**src/fifo_cfg_pkg.sv**
```systemverilog
// Fixed sizes of the FIFO, shared by every RTL block
// Depth is expected to be a power of two so the pointers wrap cleanly
// RAM read latency is fixed at one cycle, the pop side relies on it

package fifo_cfg_pkg;

  // Number of entries held, including the output register
  localparam int depth = 8;

  // Payload bits per entry
  localparam int data_width = 16;

  // RAM address bits
  localparam int addr_width = $clog2(depth);

  // Counter bits, must hold the value depth itself
  localparam int count_width = $clog2(depth + 1);

  // Cycles from read address to read data
  localparam int ram_rd_latency = 1;

endpackage : fifo_cfg_pkg

```
**src/fifo_types_pkg.sv**
```systemverilog
// Bundled signals passed between the FIFO blocks
// Widths follow the fixed sizes of the configuration package

package fifo_types_pkg;

  import fifo_cfg_pkg::*;

  // One FIFO entry
  typedef struct packed {
    logic [data_width-1:0] data;
  } fifo_entry_t;

  // RAM write request, written at the next rising edge
  typedef struct packed {
    logic                  valid;
    logic [addr_width-1:0] addr;
    fifo_entry_t           entry;
  } ram_wr_req_t;

  // RAM read request
  typedef struct packed {
    logic                  valid;
    logic [addr_width-1:0] addr;
  } ram_rd_req_t;

  // RAM read response, ram_rd_latency cycles after the request
  typedef struct packed {
    logic        valid;
    fifo_entry_t entry;
  } ram_rd_rsp_t;

  // Status seen at the top level
  typedef struct packed {
    logic [count_width-1:0] items;
    logic                   empty;
    logic                   full;
  } fifo_status_t;

endpackage : fifo_types_pkg

```
**src/fifo_ram.sv**
```systemverilog
`timescale 1ns/1ns

// Flop array storage with one write port and one read port
// Read data is registered, one cycle after the request
// A read of the address written in the same cycle returns the old entry

module fifo_ram (
  input  logic                        clk,
  input  logic                        rst_n,
  input  fifo_types_pkg::ram_wr_req_t wr,
  input  fifo_types_pkg::ram_rd_req_t rd,
  output fifo_types_pkg::ram_rd_rsp_t rsp
);

  import fifo_cfg_pkg::*;
  import fifo_types_pkg::*;

  fifo_entry_t mem [depth];
  fifo_entry_t rd_entry;
  logic        rd_valid;

  // Storage and read data
  always_ff @(posedge clk) begin
    if (wr.valid) begin
      mem[wr.addr] <= wr.entry;
    end
    if (rd.valid) begin
      rd_entry <= mem[rd.addr];
    end
  end

  // Read data valid
  always_ff @(posedge clk or negedge rst_n) begin
    if (!rst_n) begin
      rd_valid <= 1'b0;
    end else begin
      rd_valid <= rd.valid;
    end
  end

  assign rsp = '{valid: rd_valid, entry: rd_entry};

  // --------------------------------------------------
  // Checks
  // --------------------------------------------------
  addr_in_range_a: assert property (@(posedge clk) disable iff (!rst_n)
    (wr.valid |-> wr.addr < depth) and (rd.valid |-> rd.addr < depth))
    else $error("RAM address out of range");

endmodule : fifo_ram

```
**src/fifo_push_ctrl.sv**
```systemverilog
`timescale 1ns/1ns

// Push side of the FIFO with a free-slot counter and the write pointer
// Slots return only on pop beats, so an entry in flight still holds its slot
// A beat is routed to the bypass whenever the pop side raises bypass_ready

module fifo_push_ctrl (
  input  logic                        clk,
  input  logic                        rst_n,
  // Push interface
  input  logic                        push_valid,
  input  fifo_types_pkg::fifo_entry_t push_data,
  output logic                        push_ready,
  // Bypass towards the pop side
  input  logic                        bypass_ready,
  output fifo_types_pkg::fifo_entry_t bypass_entry,
  // RAM write port
  output fifo_types_pkg::ram_wr_req_t ram_wr,
  // Handshakes between controllers
  output logic                        push_beat,
  input  logic                        pop_beat,
  // Status
  output logic                        full
);

  import fifo_cfg_pkg::*;

  logic [count_width-1:0] slots;
  logic [count_width-1:0] slots_next;
  logic [addr_width-1:0]  wr_ptr;
  logic                   ram_write;

  // --------------------------------------------------
  // Handshake and routing
  // --------------------------------------------------

  // Ready depends on free space only
  assign push_ready = (slots != '0);
  assign push_beat  = push_valid && push_ready;

  // Bypass carries the push payload as is
  assign bypass_entry = push_data;

  // Everything the pop side cannot take now goes to the RAM
  assign ram_write = push_beat && !bypass_ready;
  assign ram_wr    = '{valid: ram_write, addr: wr_ptr, entry: push_data};

  // --------------------------------------------------
  // Free slots and full flag
  // --------------------------------------------------
  always_comb begin
    slots_next = slots;
    if (push_beat && !pop_beat) begin
      slots_next = slots - 1'b1;
    end else if (!push_beat && pop_beat) begin
      slots_next = slots + 1'b1;
    end
  end

  always_ff @(posedge clk or negedge rst_n) begin
    if (!rst_n) begin
      slots <= count_width'(depth);
      full  <= 1'b0;
    end else begin
      slots <= slots_next;
      full  <= (slots_next == '0);
    end
  end

  // Write pointer moves on RAM writes only
  always_ff @(posedge clk or negedge rst_n) begin
    if (!rst_n) begin
      wr_ptr <= '0;
    end else if (ram_write) begin
      if (wr_ptr == addr_width'(depth - 1)) begin
        wr_ptr <= '0;
      end else begin
        wr_ptr <= wr_ptr + 1'b1;
      end
    end
  end

  // --------------------------------------------------
  // Checks
  // --------------------------------------------------

  // With every slot taken the pop side holds older entries and offers no bypass
  no_bypass_without_slots_a: assert property (@(posedge clk) disable iff (!rst_n)
    !push_ready |-> !bypass_ready)
    else $error("bypass offered with no free slot");

  slots_in_range_a: assert property (@(posedge clk) disable iff (!rst_n)
    slots <= count_width'(depth))
    else $error("free slots above depth");

endmodule : fifo_push_ctrl

```
**src/fifo_pop_ctrl.sv**
```systemverilog
`timescale 1ns/1ns

// Pop side of the FIFO with item count, RAM reads and the output register
// Reads wait for a free output register, so RAM data flows at most every
// second cycle, while a push into an empty FIFO is visible after one cycle
// RAM read latency is assumed to be one cycle

module fifo_pop_ctrl (
  input  logic                                 clk,
  input  logic                                 rst_n,
  // Pop interface
  input  logic                                 pop_ready,
  output logic                                 pop_valid,
  output fifo_types_pkg::fifo_entry_t          pop_data,
  // Bypass from the push side
  output logic                                 bypass_ready,
  input  fifo_types_pkg::fifo_entry_t          bypass_entry,
  // Handshakes between controllers
  input  logic                                 push_beat,
  output logic                                 pop_beat,
  // RAM read port
  output fifo_types_pkg::ram_rd_req_t          ram_rd,
  input  fifo_types_pkg::ram_rd_rsp_t          ram_rd_rsp,
  // Status
  output logic [fifo_cfg_pkg::count_width-1:0] items,
  output logic                                 empty
);

  import fifo_cfg_pkg::*;
  import fifo_types_pkg::*;

  logic [count_width-1:0] items_next;
  logic [count_width-1:0] ram_items;
  logic [addr_width-1:0]  rd_ptr;
  logic                   rd_pending;
  logic                   rd_issue;
  logic                   ram_write;
  logic                   out_free;
  logic                   out_load;
  fifo_entry_t            out_entry_next;

  // --------------------------------------------------
  // Flow control
  // --------------------------------------------------
  assign pop_beat = pop_valid && pop_ready;

  // Output register is empty or leaves this cycle
  assign out_free = !pop_valid || pop_beat;

  // Bypass only when nothing older sits in the RAM or in flight
  assign bypass_ready = (ram_items == '0) && !rd_pending && out_free;

  // Push beats not taken by the bypass land in the RAM
  assign ram_write = push_beat && !bypass_ready;

  // One read at a time, data returns into a free output register
  assign rd_issue = (ram_items != '0) && !rd_pending && out_free;
  assign ram_rd   = '{valid: rd_issue, addr: rd_ptr};

  // Entries stored in the RAM and not yet read
  always_ff @(posedge clk or negedge rst_n) begin
    if (!rst_n) begin
      ram_items <= '0;
    end else if (ram_write && !rd_issue) begin
      ram_items <= ram_items + 1'b1;
    end else if (!ram_write && rd_issue) begin
      ram_items <= ram_items - 1'b1;
    end
  end

  // Read pointer and the read in flight
  always_ff @(posedge clk or negedge rst_n) begin
    if (!rst_n) begin
      rd_ptr     <= '0;
      rd_pending <= 1'b0;
    end else begin
      rd_pending <= rd_issue;
      if (rd_issue) begin
        if (rd_ptr == addr_width'(depth - 1)) begin
          rd_ptr <= '0;
        end else begin
          rd_ptr <= rd_ptr + 1'b1;
        end
      end
    end
  end

  // --------------------------------------------------
  // Output register
  // --------------------------------------------------

  // Read data and bypass never arrive together
  assign out_load       = ram_rd_rsp.valid || (push_beat && bypass_ready);
  assign out_entry_next = ram_rd_rsp.valid ? ram_rd_rsp.entry : bypass_entry;

  always_ff @(posedge clk or negedge rst_n) begin
    if (!rst_n) begin
      pop_valid <= 1'b0;
    end else if (out_load) begin
      pop_valid <= 1'b1;
    end else if (pop_beat) begin
      pop_valid <= 1'b0;
    end
  end

  always_ff @(posedge clk) begin
    if (out_load) begin
      pop_data <= out_entry_next;
    end
  end

  // --------------------------------------------------
  // Items and empty
  // --------------------------------------------------
  always_comb begin
    items_next = items;
    if (push_beat && !pop_beat) begin
      items_next = items + 1'b1;
    end else if (!push_beat && pop_beat) begin
      items_next = items - 1'b1;
    end
  end

  always_ff @(posedge clk or negedge rst_n) begin
    if (!rst_n) begin
      items <= '0;
      empty <= 1'b1;
    end else begin
      items <= items_next;
      empty <= (items_next == '0);
    end
  end

  // --------------------------------------------------
  // Checks
  // --------------------------------------------------
  ram_rd_latency_a: assert property (@(posedge clk) disable iff (!rst_n)
    ram_rd.valid |-> ##ram_rd_latency ram_rd_rsp.valid)
    else $error("RAM read data late or missing");

  items_in_range_a: assert property (@(posedge clk) disable iff (!rst_n)
    items <= count_width'(depth))
    else $error("items above depth");

  // Push side slot count must agree with the item count
  no_push_when_all_items_a: assert property (@(posedge clk) disable iff (!rst_n)
    items == count_width'(depth) |-> !push_beat)
    else $error("push beat with FIFO holding depth items");

  pop_data_stable_a: assert property (@(posedge clk) disable iff (!rst_n)
    pop_valid && !pop_ready |=> pop_valid && $stable(pop_data))
    else $error("pop data changed while stalled");

endmodule : fifo_pop_ctrl

```
**src/fifo_top.sv**
```systemverilog
`timescale 1ns/1ns

// Synchronous FIFO with valid/ready on both sides
// No registers at this level, latencies are those of the controllers

module fifo_top (
  input  logic                         clk,
  input  logic                         rst_n,
  // Push interface
  input  logic                         push_valid,
  input  fifo_types_pkg::fifo_entry_t  push_data,
  output logic                         push_ready,
  // Pop interface
  output logic                         pop_valid,
  output fifo_types_pkg::fifo_entry_t  pop_data,
  input  logic                         pop_ready,
  // Status
  output fifo_types_pkg::fifo_status_t status
);

  import fifo_cfg_pkg::*;
  import fifo_types_pkg::*;

  logic                   push_beat;
  logic                   pop_beat;
  logic                   bypass_ready;
  fifo_entry_t            bypass_entry;
  ram_wr_req_t            ram_wr;
  ram_rd_req_t            ram_rd;
  ram_rd_rsp_t            ram_rd_rsp;
  logic [count_width-1:0] items;
  logic                   empty;
  logic                   full;

  // Push side
  fifo_push_ctrl u_push_ctrl (
    .clk          (clk),
    .rst_n        (rst_n),
    .push_valid   (push_valid),
    .push_data    (push_data),
    .push_ready   (push_ready),
    .bypass_ready (bypass_ready),
    .bypass_entry (bypass_entry),
    .ram_wr       (ram_wr),
    .push_beat    (push_beat),
    .pop_beat     (pop_beat),
    .full         (full)
  );

  // Pop side
  fifo_pop_ctrl u_pop_ctrl (
    .clk          (clk),
    .rst_n        (rst_n),
    .pop_ready    (pop_ready),
    .pop_valid    (pop_valid),
    .pop_data     (pop_data),
    .bypass_ready (bypass_ready),
    .bypass_entry (bypass_entry),
    .push_beat    (push_beat),
    .pop_beat     (pop_beat),
    .ram_rd       (ram_rd),
    .ram_rd_rsp   (ram_rd_rsp),
    .items        (items),
    .empty        (empty)
  );

  // Entry storage
  fifo_ram u_ram (
    .clk   (clk),
    .rst_n (rst_n),
    .wr    (ram_wr),
    .rd    (ram_rd),
    .rsp   (ram_rd_rsp)
  );

  // Items and empty from the pop side, full from the push side
  assign status = '{items: items, empty: empty, full: full};

endmodule : fifo_top

```
**config.mk**
```make
export PLATFORM = sky130hd
export DESIGN_NAME = fifo_top
export DESIGN_NICKNAME = d
export VERILOG_FILES = /design/src/fifo_cfg_pkg.sv /design/src/fifo_types_pkg.sv /design/src/fifo_ram.sv /design/src/fifo_push_ctrl.sv /design/src/fifo_pop_ctrl.sv /design/src/fifo_top.sv
export SDC_FILE = /design/constraint.sdc
export NUM_CORES = 1
export LEC_CHECK = 0
export ABC_AREA = 1
export BUFFER_PORTS_ARGS = -buffer_cell sky130_fd_sc_hd__buf_4
export CAP_MARGIN = 40
export CORE_UTILIZATION = 52
export CTS_BUF_LIST = sky130_fd_sc_hd__clkbuf_16
export DETAILED_ROUTE_END_ITERATION = 6
export GPL_ROUTABILITY_DRIVEN = 0
export HOLD_SLACK_MARGIN = 0.05
export PLACE_DENSITY = 0.74
export SYNTH_ARGS = -nofsm -noshare
export SYNTH_HDL_FRONTEND = slang
export SYNTH_HIERARCHICAL = 1
export SYNTH_SLANG_ARGS = --single-unit
```
**constraint.sdc**
```tcl
create_clock -name clk -period 5.45 [get_ports clk]
set_input_delay 0.8175 -clock clk [delete_from_list [all_inputs] [get_ports clk]]
set_output_delay 0.8175 -clock clk [all_outputs]
set_load 0.02 [all_outputs]
```
==> summary.txt <==
Ys Warns - 6
Pwr Density - 559.3 mW/mm^2
Initial DRC Count - 401
Resized Gates After CTS - 0
GRT overflow - 0
Initial antenna violation count - 0
Worst min path class - in2async
VDD IR max - 285.2 uV
Chip width - 129.8 um
Tot Pwr - 5.221 mW
Area growth syn-to-layout - 9.979%
Post-Syn Area - 0.008488 mm^2
ANT cells - 0
# IOs - 44
First-pass iteration count of the detailed router - 5
IO Port Bufs - 43
Number of CTS-inserted buffers - 17
WP data arrival - 2900 ps
Fillers - 1342
DR WL/cell - 15.52 um
Area fraction in compound gates after synthesis - 0.5896%
Total number of vias - 5472
Slew Limit Fails - 0
Syn Area/Cell - 9.858 um^2
Post-DP HPWL - 10740 um
Post-route ant nets - 0
Clock-pin slew on the worst setup and hold paths - 60 ps
Commonest non-fill, non-tap cell in the layout - nand2_1
Fin crit share - 47.25%
Sequential area share after synthesis - 63.41%
Post-synthesis simple-gate area fraction - 20.74%
First-pass GRT wire length - 27040 um
Yosys cell types - 29
Initial Utilization - 53.43%
Layout cells sized above 1 - 11.49%
LEAKAGE - 4.423 nW
Final hold vios - 0
FMAX - 388.3 MHz
Syn nets - 893
Setup crit start kind - flop
Non-Filler Instances - 1104
Number of hold buffers added after CTS - 0
WP data required - 5770 ps
H-tree Lvls - 4
FP Rows - 46
Clock sinks - 183
Largest family of logic cells by synthesized area - simple AND/OR/NAND/NOR gates
Crit path kind - reg2reg
DR vias/cell - 4.957
CP endpoint kind - flop
Synth Instances - 861
Die height - 129.8 um
Longest Clk Path Bufs - 2
CTS tree - done
Adder-Cell Fraction of Synth Area - 1.857%
Nets - 907
CP max FO - 6
Share of the synthesized area in the top cell type - 56.60%
Die area - 0.01684 mm^2
Area leader, netlist - edfxtp_1
# setup viols final - 0
Max Cap Viol - 0
All-Layer GR Usage - 21.98%
Drt drc - 0
Top post-synthesis cells by area - edfxtp_1, nand2_1, inv_1
Worst Tran Pin Value - 825.4 ps
Commonest cells after routing, fill and taps aside - nand2_1, inv_1, edfxtp_1
CTS root buffer - clkbuf_16
Vias in the first global route - 5358
Final Critical Period - 2575 ps
RSZ-0062 raised after global routing - no
Final TNS setup - 0 ps
Core area - 0.01589 mm^2
Clock Skew - 8.428 ps
Setup bufs post-CTS - 0
Xor and xnor area share after synthesis - 0.4127%
Largest net degree at the start of global routing - 69
WL final - 17140 um
Clk Latency, worst-skew pair - 430 ps
Slew HR - 44.97%
Run status - complete, no violations
Post-synthesis mux area share - 0.2653%
Placed cell count - 1072
FF+latch count, synth - 183
## report_power, final
part	leakage [nW]	total [mW]	switching [mW]	internal, mW
clock network	0.298	1.20	0.489	0.706
logic	2.38	1.87	1.26	0.612
registers	1.74	2.15	0.173	1.98
total	4.42	5.22	1.92	3.30
## flip-flops by register name, indices dropped and copies added (netlist names)
name                   cells
u_pop_ctrl/empty           1
u_pop_ctrl/items           4
u_pop_ctrl/pop_data       16
u_pop_ctrl/pop_valid       1
u_pop_ctrl/ram_items       4
u_pop_ctrl/rd_pending      1
u_pop_ctrl/rd_ptr          3
u_push_ctrl/full           1
u_push_ctrl/slots          4
u_push_ctrl/wr_ptr         3
u_ram/mem                128
u_ram/rd_entry            16
u_ram/rd_valid             1
## cell type report
type / count / area (um^2) / area share (%)
Clock buffer: 17 / 425.4 / 4.557
Clock inverter: 15 / 147.6 / 1.582
Inverter: 165 / 619.3 / 6.635
Multi-Input combinational cell: 450 / 2026 / 21.70
Sequential cell: 183 / 5384 / 57.67
Tap cell: 216 / 270.3 / 2.895
Timing Repair Buffer: 58 / 462.9 / 4.959
## routing by layer
metal / vias up / track usage, % / wire, um
met1: 2617 / 27.98 / 7382
li1: 2678 / - / -
met5: - / 0 / 0
met2: 148 / 36.84 / 8612
met3: 29 / 3.485 / 719
met4: 0 / 10.81 / 422
## final timing paths
| path | startpoint | endpoint | cells after the start | slack (ps) |
|---|---|---|---|---|
| setup / recovery | u_push_ctrl/slots[0]$_DFF_PN0_ | u_pop_ctrl/ram_items[3]$_DFFE_PN0P_ | 15 | 2870 |
| hold / removal | rst_n | u_pop_ctrl/items[1]$_DFF_PN0_ | 1 | 280 |
| hold reg to reg | u_ram/rd_entry[3]$_DFFE_PP_ | u_pop_ctrl/pop_data[3]$_DFFE_PP_ | 2 | 510 |
| min in group clk | u_ram/rd_entry[3]$_DFFE_PP_ | u_pop_ctrl/pop_data[3]$_DFFE_PP_ | 2 | 510 |
| setup reg to reg | u_push_ctrl/slots[0]$_DFF_PN0_ | u_pop_ctrl/ram_items[3]$_DFFE_PN0P_ | 15 | 2870 |
| max in group asynchronous | rst_n | u_push_ctrl/slots[3]$_DFF_PN1_ | 1 | 4880 |
## through the flow
| stage | hold WS, ps | setup WS (ps) | cell area, um^2 | util (%) |
|---|---|---|---|---|
| floorplan | 471.6 | 2920 | 8488 | - |
| global placement | 498.0 | 2695 | 8712 | 54.84 |
| detailed placement | 509.9 | 2631 | 8762 | 55.16 |
| CTS | 275.6 | 2888 | 9335 | 58.77 |
| global route | 293.5 | 2685 | 9335 | 58.77 |
| finish | 277.5 | 2875 | 9335 | 58.77 |
## critical path, stage by stage, from the launching register on
cell     delay, ps
dfrtp_1        400
inv_1          100
ha_1           260
nand2_4        120
nand2_4         90
inv_1          130
inv_1          100
nor2_1         110
ha_1           200
inv_1          100
ha_1           340
a21oi_1        150
nand2_1         80
xor2_1         160
nand2_1         80
nand2_1         50
## cell usage after synthesis, drive strengths merged
cell / n
buf: 62
dfrtp: 21
edfxtp: 160
xor2: 1
ha: 11
xnor2: 3
inv: 165
nand3: 79
mux2: 2
nand4: 3
fa: 1
o21ai: 5
clkbuf: 1
o31ai: 1
nand2: 316
nor3: 1
nor2: 24
o21a: 1
a21oi: 2
dfstp: 2
## cell families after synthesis
kind of cell    count (synthesis)
buf+inv                       228
mux                             2
compound gates                  9
fa+ha+maj                      12
simple gates                  423
xor+xnor                        4
flops                         183
No activity file was read; power rests on OpenSTA's default activity.
